## src/rv32_macros.svh

```systemverilog
`ifndef RV32_MACROS_SVH
`define RV32_MACROS_SVH

// data path and address width
`define RV32_XLEN 32

// architectural registers including x0
`define RV32_REG_COUNT 32

// register index width
`define RV32_REG_W 5

`endif

```

## src/rv32_pkg.sv

```systemverilog
`default_nettype none

`include "rv32_macros.svh"

package rv32_pkg;

    // major opcodes the pipe accepts
    typedef enum logic [6:0] {
        OP_LUI    = 7'b0110111,
        OP_AUIPC  = 7'b0010111,
        OP_JAL    = 7'b1101111,
        OP_JALR   = 7'b1100111,
        OP_BRANCH = 7'b1100011,
        OP_LOAD   = 7'b0000011,
        OP_STORE  = 7'b0100011,
        OP_IMM    = 7'b0010011,
        OP_REG    = 7'b0110011
    } rv32_opcode_e;

    typedef enum logic [3:0] {
        ALU_ADD,
        ALU_SUB,
        ALU_SLL,
        ALU_SLT,
        ALU_SLTU,
        ALU_XOR,
        ALU_SRL,
        ALU_SRA,
        ALU_OR,
        ALU_AND,
        ALU_PASS_B      // lui
    } alu_op_e;

    typedef enum logic [1:0] {
        WB_ALU,
        WB_LINK,        // pc + 4
        WB_LOAD
    } wb_sel_e;

    typedef struct packed {
        logic [6:0] funct7;
        logic [4:0] rs2;
        logic [4:0] rs1;
        logic [2:0] funct3;
        logic [4:0] rd;
        logic [6:0] opcode;
    } r_fmt_t;

    typedef struct packed {
        logic [11:0] imm;
        logic [4:0]  rs1;
        logic [2:0]  funct3;
        logic [4:0]  rd;
        logic [6:0]  opcode;
    } i_fmt_t;

    typedef struct packed {
        logic [6:0] imm_hi;
        logic [4:0] rs2;
        logic [4:0] rs1;
        logic [2:0] funct3;
        logic [4:0] imm_lo;
        logic [6:0] opcode;
    } s_fmt_t;

    typedef struct packed {
        logic       imm12;
        logic [5:0] imm10_5;
        logic [4:0] rs2;
        logic [4:0] rs1;
        logic [2:0] funct3;
        logic [3:0] imm4_1;
        logic       imm11;
        logic [6:0] opcode;
    } b_fmt_t;

    typedef struct packed {
        logic [19:0] imm;
        logic [4:0]  rd;
        logic [6:0]  opcode;
    } u_fmt_t;

    typedef struct packed {
        logic       imm20;
        logic [9:0] imm10_1;
        logic       imm11;
        logic [7:0] imm19_12;
        logic [4:0] rd;
        logic [6:0] opcode;
    } j_fmt_t;

    // one instruction word, six views
    typedef union packed {
        r_fmt_t r_fmt;
        i_fmt_t i_fmt;
        s_fmt_t s_fmt;
        b_fmt_t b_fmt;
        u_fmt_t u_fmt;
        j_fmt_t j_fmt;
    } rv32_inst_u;

    typedef struct packed {
        logic                   valid;
        logic [`RV32_XLEN-1:0]  pc;
        logic [`RV32_XLEN-1:0]  rs1_val;
        logic [`RV32_XLEN-1:0]  rs2_val;
        logic [`RV32_XLEN-1:0]  imm;
        logic [`RV32_REG_W-1:0] rd;
        logic [2:0]             funct3;
        alu_op_e                alu_op;
        logic                   op_a_pc;
        logic                   op_b_imm;
        logic                   is_branch;
        logic                   is_jal;
        logic                   is_jalr;
        logic                   is_load;
        logic                   is_store;
        logic                   reg_write;
        wb_sel_e                wb_sel;
    } dec_stage_t;

    typedef struct packed {
        logic                   valid;
        logic [`RV32_REG_W-1:0] rd;
        logic                   reg_write;
        logic [`RV32_XLEN-1:0]  alu_res;    // doubles as memory address
        logic [`RV32_XLEN-1:0]  link;
        wb_sel_e                wb_sel;
        logic [2:0]             funct3;
        logic [1:0]             byte_off;   // already aligned to access size
        logic                   redirect;
        logic [`RV32_XLEN-1:0]  redirect_pc;
    } exe_stage_t;

    typedef struct packed {
        logic                   valid;
        logic [`RV32_REG_W-1:0] rd;
        logic [`RV32_XLEN-1:0]  data;
    } wb_t;

endpackage

`default_nettype wire

```

## src/rv32_decode.sv

```systemverilog
`timescale 1ns/1ps
`default_nettype none

`include "rv32_macros.svh"

module rv32_decode import rv32_pkg::*; (
    input  wire logic                   clk,
    input  wire logic                   rst_n,
    input  wire logic                   inst_valid,
    input  wire rv32_inst_u             inst,
    input  wire logic [`RV32_XLEN-1:0]  inst_pc,
    input  wire logic [`RV32_XLEN-1:0]  rs1_val,
    input  wire logic [`RV32_XLEN-1:0]  rs2_val,
    input  wire wb_t                    exe_fwd,
    input  wire wb_t                    res_fwd,
    output logic      [`RV32_REG_W-1:0] rs1_idx,
    output logic      [`RV32_REG_W-1:0] rs2_idx,
    output dec_stage_t                  dec
);

    dec_stage_t dec_d;
    logic       has_rd;
    logic       uses_rs1;
    logic       uses_rs2;
    logic       legal;

    // alt picks sub / sra
    function automatic alu_op_e alu_of(input logic [2:0] f3, input logic alt);
        case (f3)
            3'b000:  return alt ? ALU_SUB : ALU_ADD;
            3'b001:  return ALU_SLL;
            3'b010:  return ALU_SLT;
            3'b011:  return ALU_SLTU;
            3'b100:  return ALU_XOR;
            3'b101:  return alt ? ALU_SRA : ALU_SRL;
            3'b110:  return ALU_OR;
            default: return ALU_AND;
        endcase
    endfunction

    // youngest producer wins
    function automatic logic [`RV32_XLEN-1:0] fwd_pick(
        input logic [`RV32_REG_W-1:0] idx,
        input logic [`RV32_XLEN-1:0]  rf_val,
        input wb_t                    near,
        input wb_t                    far
    );
        if (near.valid && near.rd == idx) return near.data;
        if (far.valid && far.rd == idx) return far.data;
        return rf_val;
    endfunction

    assign rs1_idx = inst.r_fmt.rs1;    // same bits in every format
    assign rs2_idx = inst.r_fmt.rs2;

    always_comb begin
        dec_d        = '0;
        dec_d.valid  = inst_valid;
        dec_d.pc     = inst_pc;
        dec_d.rd     = inst.r_fmt.rd;
        dec_d.funct3 = inst.r_fmt.funct3;
        dec_d.alu_op = ALU_ADD;
        dec_d.wb_sel = WB_ALU;
        has_rd       = 1'b0;
        uses_rs1     = 1'b0;
        uses_rs2     = 1'b0;
        legal        = 1'b1;
        case (inst.r_fmt.opcode)
            OP_LUI: begin
                dec_d.imm      = {inst.u_fmt.imm, 12'b0};
                dec_d.alu_op   = ALU_PASS_B;
                dec_d.op_b_imm = 1'b1;
                has_rd         = 1'b1;
            end
            OP_AUIPC: begin
                dec_d.imm      = {inst.u_fmt.imm, 12'b0};
                dec_d.op_a_pc  = 1'b1;
                dec_d.op_b_imm = 1'b1;
                has_rd         = 1'b1;
            end
            OP_JAL: begin
                dec_d.imm      = {{11{inst.j_fmt.imm20}}, inst.j_fmt.imm20, inst.j_fmt.imm19_12,
                                  inst.j_fmt.imm11, inst.j_fmt.imm10_1, 1'b0};
                dec_d.op_a_pc  = 1'b1;
                dec_d.op_b_imm = 1'b1;
                dec_d.is_jal   = 1'b1;
                dec_d.wb_sel   = WB_LINK;
                has_rd         = 1'b1;
            end
            OP_JALR: begin
                dec_d.imm      = {{20{inst.i_fmt.imm[11]}}, inst.i_fmt.imm};
                dec_d.op_b_imm = 1'b1;
                dec_d.is_jalr  = 1'b1;
                dec_d.wb_sel   = WB_LINK;
                has_rd         = 1'b1;
                uses_rs1       = 1'b1;
            end
            OP_BRANCH: begin
                dec_d.imm       = {{19{inst.b_fmt.imm12}}, inst.b_fmt.imm12, inst.b_fmt.imm11,
                                   inst.b_fmt.imm10_5, inst.b_fmt.imm4_1, 1'b0};
                dec_d.op_a_pc   = 1'b1;     // alu makes the target
                dec_d.op_b_imm  = 1'b1;
                dec_d.is_branch = 1'b1;
                uses_rs1        = 1'b1;
                uses_rs2        = 1'b1;
            end
            OP_LOAD: begin
                dec_d.imm      = {{20{inst.i_fmt.imm[11]}}, inst.i_fmt.imm};
                dec_d.op_b_imm = 1'b1;
                dec_d.is_load  = 1'b1;
                dec_d.wb_sel   = WB_LOAD;
                has_rd         = 1'b1;
                uses_rs1       = 1'b1;
            end
            OP_STORE: begin
                dec_d.imm      = {{20{inst.s_fmt.imm_hi[6]}}, inst.s_fmt.imm_hi,
                                  inst.s_fmt.imm_lo};
                dec_d.op_b_imm = 1'b1;
                dec_d.is_store = 1'b1;
                uses_rs1       = 1'b1;
                uses_rs2       = 1'b1;
            end
            OP_IMM: begin
                dec_d.imm      = {{20{inst.i_fmt.imm[11]}}, inst.i_fmt.imm};
                dec_d.op_b_imm = 1'b1;
                // imm[10] is only an opcode bit for srai
                dec_d.alu_op   = alu_of(inst.i_fmt.funct3,
                                        inst.i_fmt.funct3 == 3'b101 && inst.r_fmt.funct7[5]);
                has_rd         = 1'b1;
                uses_rs1       = 1'b1;
            end
            OP_REG: begin
                dec_d.alu_op = alu_of(inst.r_fmt.funct3, inst.r_fmt.funct7[5]);
                has_rd       = 1'b1;
                uses_rs1     = 1'b1;
                uses_rs2     = 1'b1;
            end
            default: legal = 1'b0;
        endcase
        dec_d.reg_write = has_rd && inst.r_fmt.rd != '0;   // x0 writes dropped here
        dec_d.rs1_val   = fwd_pick(rs1_idx, rs1_val, exe_fwd, res_fwd);
        dec_d.rs2_val   = fwd_pick(rs2_idx, rs2_val, exe_fwd, res_fwd);
    end

    always_ff @(posedge clk) begin
        dec <= dec_d;
        if (!rst_n) begin
            dec.valid <= 1'b0;
        end
    end

    // load data only reaches the result stage, one slot gap is required
    a_load_use_gap: assert property (@(posedge clk) disable iff (!rst_n)
        dec.valid && dec.is_load && dec.reg_write && inst_valid |->
            !((uses_rs1 && rs1_idx == dec.rd) || (uses_rs2 && rs2_idx == dec.rd)));

    a_legal_opcode: assert property (@(posedge clk) disable iff (!rst_n)
        inst_valid |-> legal);

endmodule

`default_nettype wire

```

## src/rv32_execute.sv

```systemverilog
`timescale 1ns/1ps
`default_nettype none

`include "rv32_macros.svh"

module rv32_execute import rv32_pkg::*; (
    input  wire logic                  clk,
    input  wire logic                  rst_n,
    input  wire dec_stage_t            dec,
    output wb_t                        exe_fwd,
    output exe_stage_t                 exe,
    output logic                       data_read,
    output logic                       data_write,
    output logic      [`RV32_XLEN-1:0] data_addr,
    output logic      [`RV32_XLEN-1:0] data_wdata,
    output logic      [3:0]            data_mbe
);

    logic [`RV32_XLEN-1:0] op_a;
    logic [`RV32_XLEN-1:0] op_b;
    logic [`RV32_XLEN-1:0] alu_out;
    logic [`RV32_XLEN-1:0] link;
    logic [`RV32_XLEN-1:0] st_data;
    logic [`RV32_XLEN-1:0] st_data_q;
    logic [3:0]            st_mbe_q;
    logic [1:0]            byte_off;
    logic                  cond;
    exe_stage_t            exe_d;

    // offset is pre-aligned, so a plain shift lands on the right lanes
    function automatic logic [3:0] mbe_of(input logic [1:0] size, input logic [1:0] off);
        case (size)
            2'b00:   return 4'b0001 << off;
            2'b01:   return 4'b0011 << off;
            default: return 4'b1111;
        endcase
    endfunction

    assign op_a = dec.op_a_pc ? dec.pc : dec.rs1_val;
    assign op_b = dec.op_b_imm ? dec.imm : dec.rs2_val;
    assign link = dec.pc + 32'd4;

    always_comb begin
        case (dec.alu_op)
            ALU_SUB:    alu_out = op_a - op_b;
            ALU_SLL:    alu_out = op_a << op_b[4:0];
            ALU_SLT:    alu_out = {31'b0, $signed(op_a) < $signed(op_b)};
            ALU_SLTU:   alu_out = {31'b0, op_a < op_b};
            ALU_XOR:    alu_out = op_a ^ op_b;
            ALU_SRL:    alu_out = op_a >> op_b[4:0];
            ALU_SRA:    alu_out = $signed(op_a) >>> op_b[4:0];
            ALU_OR:     alu_out = op_a | op_b;
            ALU_AND:    alu_out = op_a & op_b;
            ALU_PASS_B: alu_out = op_b;
            default:    alu_out = op_a + op_b;
        endcase
    end

    // beq/bne, blt/bge, bltu/bgeu; funct3[0] inverts
    always_comb begin
        case (dec.funct3[2:1])
            2'b10:   cond = $signed(dec.rs1_val) < $signed(dec.rs2_val);
            2'b11:   cond = dec.rs1_val < dec.rs2_val;
            default: cond = dec.rs1_val == dec.rs2_val;
        endcase
    end

    // halfword drops bit 0, word drops both
    assign byte_off = dec.funct3[1] ? 2'b00 :
                      dec.funct3[0] ? {alu_out[1], 1'b0} : alu_out[1:0];

    always_comb begin
        case (dec.funct3[1:0])
            2'b00:   st_data = {4{dec.rs2_val[7:0]}};
            2'b01:   st_data = {2{dec.rs2_val[15:0]}};
            default: st_data = dec.rs2_val;
        endcase
    end

    always_comb begin
        exe_d.valid       = dec.valid;
        exe_d.rd          = dec.rd;
        exe_d.reg_write   = dec.valid && dec.reg_write;
        exe_d.alu_res     = alu_out;
        exe_d.link        = link;
        exe_d.wb_sel      = dec.wb_sel;
        exe_d.funct3      = dec.funct3;
        exe_d.byte_off    = byte_off;
        exe_d.redirect    = dec.valid && (dec.is_jal || dec.is_jalr ||
                                          (dec.is_branch && (cond ^ dec.funct3[0])));
        exe_d.redirect_pc = dec.is_jalr ? {alu_out[31:1], 1'b0} : alu_out;
    end

    // loads are left to the result stage
    assign exe_fwd.valid = dec.valid && dec.reg_write && !dec.is_load;
    assign exe_fwd.rd    = dec.rd;
    assign exe_fwd.data  = (dec.wb_sel == WB_LINK) ? link : alu_out;

    always_ff @(posedge clk) begin
        exe       <= exe_d;
        st_data_q <= st_data;
        if (!rst_n) begin
            exe.valid     <= 1'b0;
            exe.reg_write <= 1'b0;
            exe.redirect  <= 1'b0;
            st_mbe_q      <= '0;
        end else begin
            st_mbe_q <= (dec.valid && dec.is_store) ? mbe_of(dec.funct3[1:0], byte_off) : '0;
        end
    end

    // request lives only in the cycle after decode
    assign data_read  = exe.valid && exe.wb_sel == WB_LOAD;
    assign data_write = |st_mbe_q;
    assign data_addr  = {exe.alu_res[`RV32_XLEN-1:2], 2'b00};
    assign data_wdata = st_data_q;
    assign data_mbe   = data_read ? mbe_of(exe.funct3[1:0], exe.byte_off) : st_mbe_q;

    a_rd_wr_excl: assert property (@(posedge clk) disable iff (!rst_n)
        !(data_read && data_write));

endmodule

`default_nettype wire

```

## src/rv32_int_pipe.sv

```systemverilog
`timescale 1ns/1ps
`default_nettype none

`include "rv32_macros.svh"

module rv32_int_pipe import rv32_pkg::*; (
    input  wire logic                   clk,
    input  wire logic                   rst_n,
    input  wire logic                   inst_valid,
    input  wire rv32_inst_u             inst,
    input  wire logic [`RV32_XLEN-1:0]  inst_pc,
    input  wire logic [`RV32_XLEN-1:0]  data_rdata,
    output logic                        data_read,
    output logic                        data_write,
    output logic      [`RV32_XLEN-1:0]  data_addr,
    output logic      [`RV32_XLEN-1:0]  data_wdata,
    output logic      [3:0]             data_mbe,
    output logic                        wb_valid,
    output logic      [`RV32_REG_W-1:0] wb_rd,
    output logic      [`RV32_XLEN-1:0]  wb_data,
    output logic                        redirect_valid,
    output logic      [`RV32_XLEN-1:0]  redirect_pc
);

    logic [`RV32_REG_W-1:0] rs1_idx;
    logic [`RV32_REG_W-1:0] rs2_idx;
    logic [`RV32_XLEN-1:0]  rs1_val;
    logic [`RV32_XLEN-1:0]  rs2_val;
    dec_stage_t             dec;
    exe_stage_t             exe;
    wb_t                    exe_fwd;
    wb_t                    res_fwd;
    wb_t                    wb;

    rv32_regfile u_regfile (
        .clk     (clk),
        .rst_n   (rst_n),
        .rs1_idx (rs1_idx),
        .rs2_idx (rs2_idx),
        .wr      (res_fwd),     // same edge that shows wb at the ports
        .rs1_val (rs1_val),
        .rs2_val (rs2_val)
    );

    rv32_decode u_decode (
        .clk        (clk),
        .rst_n      (rst_n),
        .inst_valid (inst_valid),
        .inst       (inst),
        .inst_pc    (inst_pc),
        .rs1_val    (rs1_val),
        .rs2_val    (rs2_val),
        .exe_fwd    (exe_fwd),
        .res_fwd    (res_fwd),
        .rs1_idx    (rs1_idx),
        .rs2_idx    (rs2_idx),
        .dec        (dec)
    );

    rv32_execute u_execute (
        .clk        (clk),
        .rst_n      (rst_n),
        .dec        (dec),
        .exe_fwd    (exe_fwd),
        .exe        (exe),
        .data_read  (data_read),
        .data_write (data_write),
        .data_addr  (data_addr),
        .data_wdata (data_wdata),
        .data_mbe   (data_mbe)
    );

    rv32_result u_result (
        .clk            (clk),
        .rst_n          (rst_n),
        .exe            (exe),
        .data_rdata     (data_rdata),
        .res_fwd        (res_fwd),
        .wb             (wb),
        .redirect_valid (redirect_valid),
        .redirect_pc    (redirect_pc)
    );

    assign wb_valid = wb.valid;
    assign wb_rd    = wb.rd;
    assign wb_data  = wb.data;

endmodule

`default_nettype wire

```

## src/rv32_regfile.sv

```systemverilog
`timescale 1ns/1ps
`default_nettype none

`include "rv32_macros.svh"

module rv32_regfile import rv32_pkg::*; (
    input  wire logic                   clk,
    input  wire logic                   rst_n,
    input  wire logic [`RV32_REG_W-1:0] rs1_idx,
    input  wire logic [`RV32_REG_W-1:0] rs2_idx,
    input  wire wb_t                    wr,
    output logic      [`RV32_XLEN-1:0]  rs1_val,
    output logic      [`RV32_XLEN-1:0]  rs2_val
);

    // x0 has no storage
    logic [`RV32_XLEN-1:0] regs [1:`RV32_REG_COUNT-1];

    always_ff @(posedge clk) begin
        if (!rst_n) begin
            for (int i = 1; i < `RV32_REG_COUNT; i++) begin
                regs[i] <= '0;
            end
        end else if (wr.valid && wr.rd != '0) begin
            regs[wr.rd] <= wr.data;
        end
    end

    // no write-through, the new value shows up the cycle after
    assign rs1_val = (rs1_idx == '0) ? '0 : regs[rs1_idx];
    assign rs2_val = (rs2_idx == '0) ? '0 : regs[rs2_idx];

    // decode clears reg_write for rd == 0 two stages earlier
    a_no_x0_write: assert property (@(posedge clk) disable iff (!rst_n)
        wr.valid |-> wr.rd != '0);

endmodule

`default_nettype wire

```

## src/rv32_result.sv

```systemverilog
`timescale 1ns/1ps
`default_nettype none

`include "rv32_macros.svh"

module rv32_result import rv32_pkg::*; (
    input  wire logic                  clk,
    input  wire logic                  rst_n,
    input  wire exe_stage_t            exe,
    input  wire logic [`RV32_XLEN-1:0] data_rdata,
    output wb_t                        res_fwd,
    output wb_t                        wb,
    output logic                       redirect_valid,
    output logic      [`RV32_XLEN-1:0] redirect_pc
);

    logic [`RV32_XLEN-1:0] lane;
    logic [`RV32_XLEN-1:0] load_val;
    wb_t                   wb_d;

    // addressed byte or halfword moved down to bit 0
    assign lane = data_rdata >> {exe.byte_off, 3'b000};

    always_comb begin
        case (exe.funct3)
            3'b000:  load_val = {{24{lane[7]}}, lane[7:0]};     // lb
            3'b001:  load_val = {{16{lane[15]}}, lane[15:0]};   // lh
            3'b100:  load_val = {24'b0, lane[7:0]};             // lbu
            3'b101:  load_val = {16'b0, lane[15:0]};            // lhu
            default: load_val = data_rdata;
        endcase
    end

    always_comb begin
        wb_d.valid = exe.reg_write;     // already qualified by valid
        wb_d.rd    = exe.rd;
        case (exe.wb_sel)
            WB_LINK: wb_d.data = exe.link;
            WB_LOAD: wb_d.data = load_val;
            default: wb_d.data = exe.alu_res;
        endcase
    end

    assign res_fwd = wb_d;  // includes load data

    always_ff @(posedge clk) begin
        wb          <= wb_d;
        redirect_pc <= exe.redirect_pc;
        if (!rst_n) begin
            wb.valid       <= 1'b0;
            redirect_valid <= 1'b0;
        end else begin
            redirect_valid <= exe.redirect;
        end
    end

    a_wb_rd_nonzero: assert property (@(posedge clk) disable iff (!rst_n)
        wb.valid |-> wb.rd != '0);

endmodule

`default_nettype wire

```

## config.mk

```make
export PLATFORM = sky130hd
export DESIGN_NAME = rv32_int_pipe
export DESIGN_NICKNAME = d
export VERILOG_FILES = /design/src/rv32_pkg.sv /design/src/rv32_decode.sv /design/src/rv32_execute.sv /design/src/rv32_int_pipe.sv /design/src/rv32_regfile.sv /design/src/rv32_result.sv
export VERILOG_INCLUDE_DIRS = /design/src
export SDC_FILE = /design/constraint.sdc
export NUM_CORES = 2
export LEC_CHECK = 0
export BUFFER_PORTS_ARGS = -buffer_cell sky130_fd_sc_hd__buf_2
export CORE_MARGIN = 2
export CORE_UTILIZATION = 60
export DETAILED_ROUTE_END_ITERATION = 10
export PLACE_DENSITY = 0.77
export SLEW_MARGIN = 20
export SYNTH_ARGS = -nofsm -noshare
export SYNTH_HDL_FRONTEND = slang
export SYNTH_SLANG_ARGS = --single-unit
```

## constraint.sdc

```tcl
create_clock -name clk -period 10.3 [get_ports clk]
set_input_delay 0 -clock clk [delete_from_list [all_inputs] [get_ports clk]]
set_output_delay 0 -clock clk [all_outputs]
set_load 0.01 [all_outputs]
```

==> key figures <==
Floorplan
  • Die area: 126800 um^2
  • I/O pin cnt: 240
  • Die W: 356.1 um
  • Chip height: 356.1 um
  • Rows: 129
  • Core ar.: 123300 um^2
  • Initial Util: 60.34%

Setup path
  • Critical path's slowest cell: buf_4
  • Worst path cell trace: buf_4 > mux2i_4 > buf_4 > clkinv_1 > buf_4 > ha_1 > a211oi_1 > o21ai_0 > o211ai_1 > nand2_1 > o21ai_0 > o31ai_1 > o211a_1 > a2111oi_1 > a31oi_1
  • WP data required: 10940 ps
  • Slowest cell delay on critical path: 610 ps
  • R2r endpoint: u_decode.dec[116]
  • CP Class: reg -> reg
  • Critical path peak fanout: 48
  • CP bufs+invs: 4
  • Largest delay share family, worst path: compound AO/OA/AOI/OAI gates
  • Startpoint Class: flop
  • R2R Path Start: u_decode.dec[8]
  • CP Capture Type: flop
  • CP Data Arrival Time: 6400 ps
  • R2R setup slack: 4530 ps
  • Reg2reg path depth: 15
  • Cell mode on critical path: buf_4

Global route
  • Vias in the first global route: 59060
  • GRT Residual Overflow: 0
  • Initial antenna violation count: 22
  • Overall Global Routing Usage: 52.57%
  • Largest net degree at the start of global routing: 100
  • First-pass GRT wire length: 459.0 mm

Worst hold path
  • Cells on Worst Hold Path: 5
  • Hold Crit Start: data_rdata[25]
  • HP Class: in -> reg
  • Sink of the worst hold path: u_regfile.regs[19][25]

Clock tree
  • H-tree depth: 4
  • CTS root buffer: clkbuf_16
  • CTS resizes: 0
  • Clock-pin slew on the worst setup and hold paths: 60 ps
  • Clk_lat worst skew: 820 ps
  • CTS tree: built
  • TritonCTS Buffers: 143
  • CTS sink count: 1362
  • Setup repair bufs after CTS: 0
  • CTS Buffer Depth: 3

Synthesis
  • Post-synth EDFFs: 1024
  • Synth Instances: 6020
  • Post-synthesis sequential area ratio: 50.42%
  • Distinct cell type count after synthesis: 98
  • Main synth FF type: edfxtp_1
  • Yosys warns: 0
  • Register bit total from synthesis: 1362
  • Post-synth ARST share: 0%
  • Synth Cell Area: 74400 um^2
  • Post-Syn Area per Cell: 12.36 um^2

Final layout
  • Most frequent cells in the layout: nor2_1, edfxtp_1, mux4_2, dfxtp_1, mux2i_1
  • Layout cells sized above 1: 22.90%
  • Fin util: 67.67%
  • Area growth, synth to finish: 12.15%
  • Most common cell after layout, fill and taps aside: nor2_1
  • Nets@finish: 6386
  • Design area: 83440 um^2

Place
  • Detailed placement HPWL: 220.0 mm
  • Placement Setup Slack: 4798 ps
  • RePlAce Congestion: 1.095
  • I/O Buffers: 237
  • DP Area: 77270 um^2

Pwr
  • PD cells: 204.3 nW/um^2
  • P_leak: 0.03206 uW
  • Max IR drop VDD: 0.2471 mV

Timing
  • Tightest Pin Transition: 1333 ps
  • Period minus WS final: 5769 ps
  • Achievable Freq: 0.1734 GHz
  • Final Max Tran Viols: 0
  • Final worst-path cycle share: 56.01%
  • Rel. slew slack: 10.89%
  • Clock Skew: 61.94 ps
  • WHS: 20.43 ps
  • RSZ-0062 raised after global routing: no
  • Setup violations, final: 0
  • Setup TNS: 0 ps
  • Final Hold Fails: 0
  • Fin worst setup slack: 4531 ps

Detailed routing
  • DR DRC count: 0
  • Wire per inst: 42.32 um
  • WL final: 335.1 mm
  • Via density: 7.699
  • TritonRoute pass-1 iters: 7
  • Routed Antenna Nets: 0
  • Vias: 60950
  • DRT iter0 DRCs: 12090

Outcome
  • Status: finished clean

Run
  • # Max-Cap Violations: 0
==> cell type report <==
class / instances / area [um^2]
inverters: 194 / 733.2
well taps: 1637 / 2048
fillers: 8303 / 39870
diodes: 10 / 25.02
multi-input cells: 3921 / 34380
clock buffers: 194 / 3913
flip-flops and latches: 1362 / 37520
clock inverters: 68 / 940.9
repair buffers: 531 / 3881
==> per-layer routing <==
layer / GRT usage, % / up-vias / part of all wire [%]
met4: 42.16 / 26 / 10
met5: 0 / - / 0.051
met2: 75.79 / 6682 / 43
met1: 65.47 / 29770 / 32
met3: 17.09 / 1535 / 15
li1: - / 22940 / -
==> how the worst max path moves through the flow <==
stage | cells after the start | to | slack [ps] | startpoint
after floorplan | 16 | u_decode.dec[81] | 5650 | u_decode.dec[8]
after global placement | 16 | u_decode.dec[74] | 4880 | u_decode.dec[8]
after detailed placement | 15 | u_decode.dec[116] | 4800 | u_decode.dec[8]
after CTS | 15 | u_decode.dec[116] | 4770 | u_decode.dec[8]
after global routing | 15 | u_decode.dec[84] | 4420 | u_decode.dec[8]
final | 15 | u_decode.dec[116] | 4530 | u_decode.dec[8]
==> cell usage after synthesis, types with 25 or more instances <==
library cell | number | share of area (%)
nor3_1 | 55 | 0.37
a221o_1 | 28 | 0.38
o221ai_1 | 25 | 0.29
o211ai_1 | 43 | 0.43
o21ai_1 | 34 | 0.23
buf_2 | 36 | 0.24
nor2_1 | 1206 | 6.1
nand2_1 | 270 | 1.4
nor2b_1 | 29 | 0.24
nand2b_1 | 45 | 0.38
a21oi_1 | 216 | 1.5
a21o_1 | 56 | 0.57
o22ai_1 | 83 | 0.70
mux2_2 | 25 | 0.38
a31oi_1 | 38 | 0.32
inv_1 | 187 | 0.94
a211oi_1 | 26 | 0.26
clkbuf_1 | 415 | 2.1
o21ai_0 | 156 | 1.0
xnor2_1 | 35 | 0.41
buf_1 | 82 | 0.41
edfxtp_1 | 1024 | 41
nand3_1 | 54 | 0.36
ha_1 | 132 | 2.2
mux2i_1 | 297 | 4.0
mux4_2 | 644 | 19
dfxtp_1 | 338 | 9.1
buf_4 | 38 | 0.38
==> worst min-delay path: stages <==
cell	delay, ps
buf_2	100
nand2b_1	120
a221o_1	180
o21ai_4	170
nor2_1	140
==> where the power goes <==
part	total, uW	switching [uW]	internal (uW)
clock network	5450	2400	3050
registers	6890	546	6350
logic	4710	3260	1440
total	17000	6210	10800
==> kinds of logic (layout without fill, tap and decap cells) <==
kind of cell             count (synthesis)  after routing  share of synthesized area, %
other                                    1             44                      0.005040
buffers and inverters                  770            987                         4.199
multiplexers                           979            979                         24.15
AND/OR/NAND/NOR                       1798           1798                         10.08
XOR/XNOR                                58             58                        0.6827
adder cells (fa/ha/maj)                134            134                         2.274
flip-flops                            1362           1362                         50.42
AO/OA/AOI/OAI                          918            918                         8.185
==> repair_timing <==
| item | CTS | global route |
|---|---|---|
| hold endpoints to repair | 148 | 0 |
| hold buffers | 116 | 0 |
| endpoints found under the setup margin | 0 | 0 |
==> flip-flops by register name, summed over array words and instances (netlist names) <==
name and count:
u_execute.exe 51, u_decode.dec 151, u_result.wb 38, u_execute.data_wdata 32
u_regfile.regs 1024, u_result.redirect_pc 32, u_execute.st_mbe_q 4, u_execute.data_addr 29
u_result.redirect_valid 1
==> stage by stage <==
step | cells | total power [uW]
floorplan | 6053 | 9284
global placement | 7523 | 11240
detailed placement | 7524 | 11280
CTS | 7902 | 16670
global route | 7907 | 17260
finish | 7917 | 17040
No activity file was read; power rests on OpenSTA's default activity.
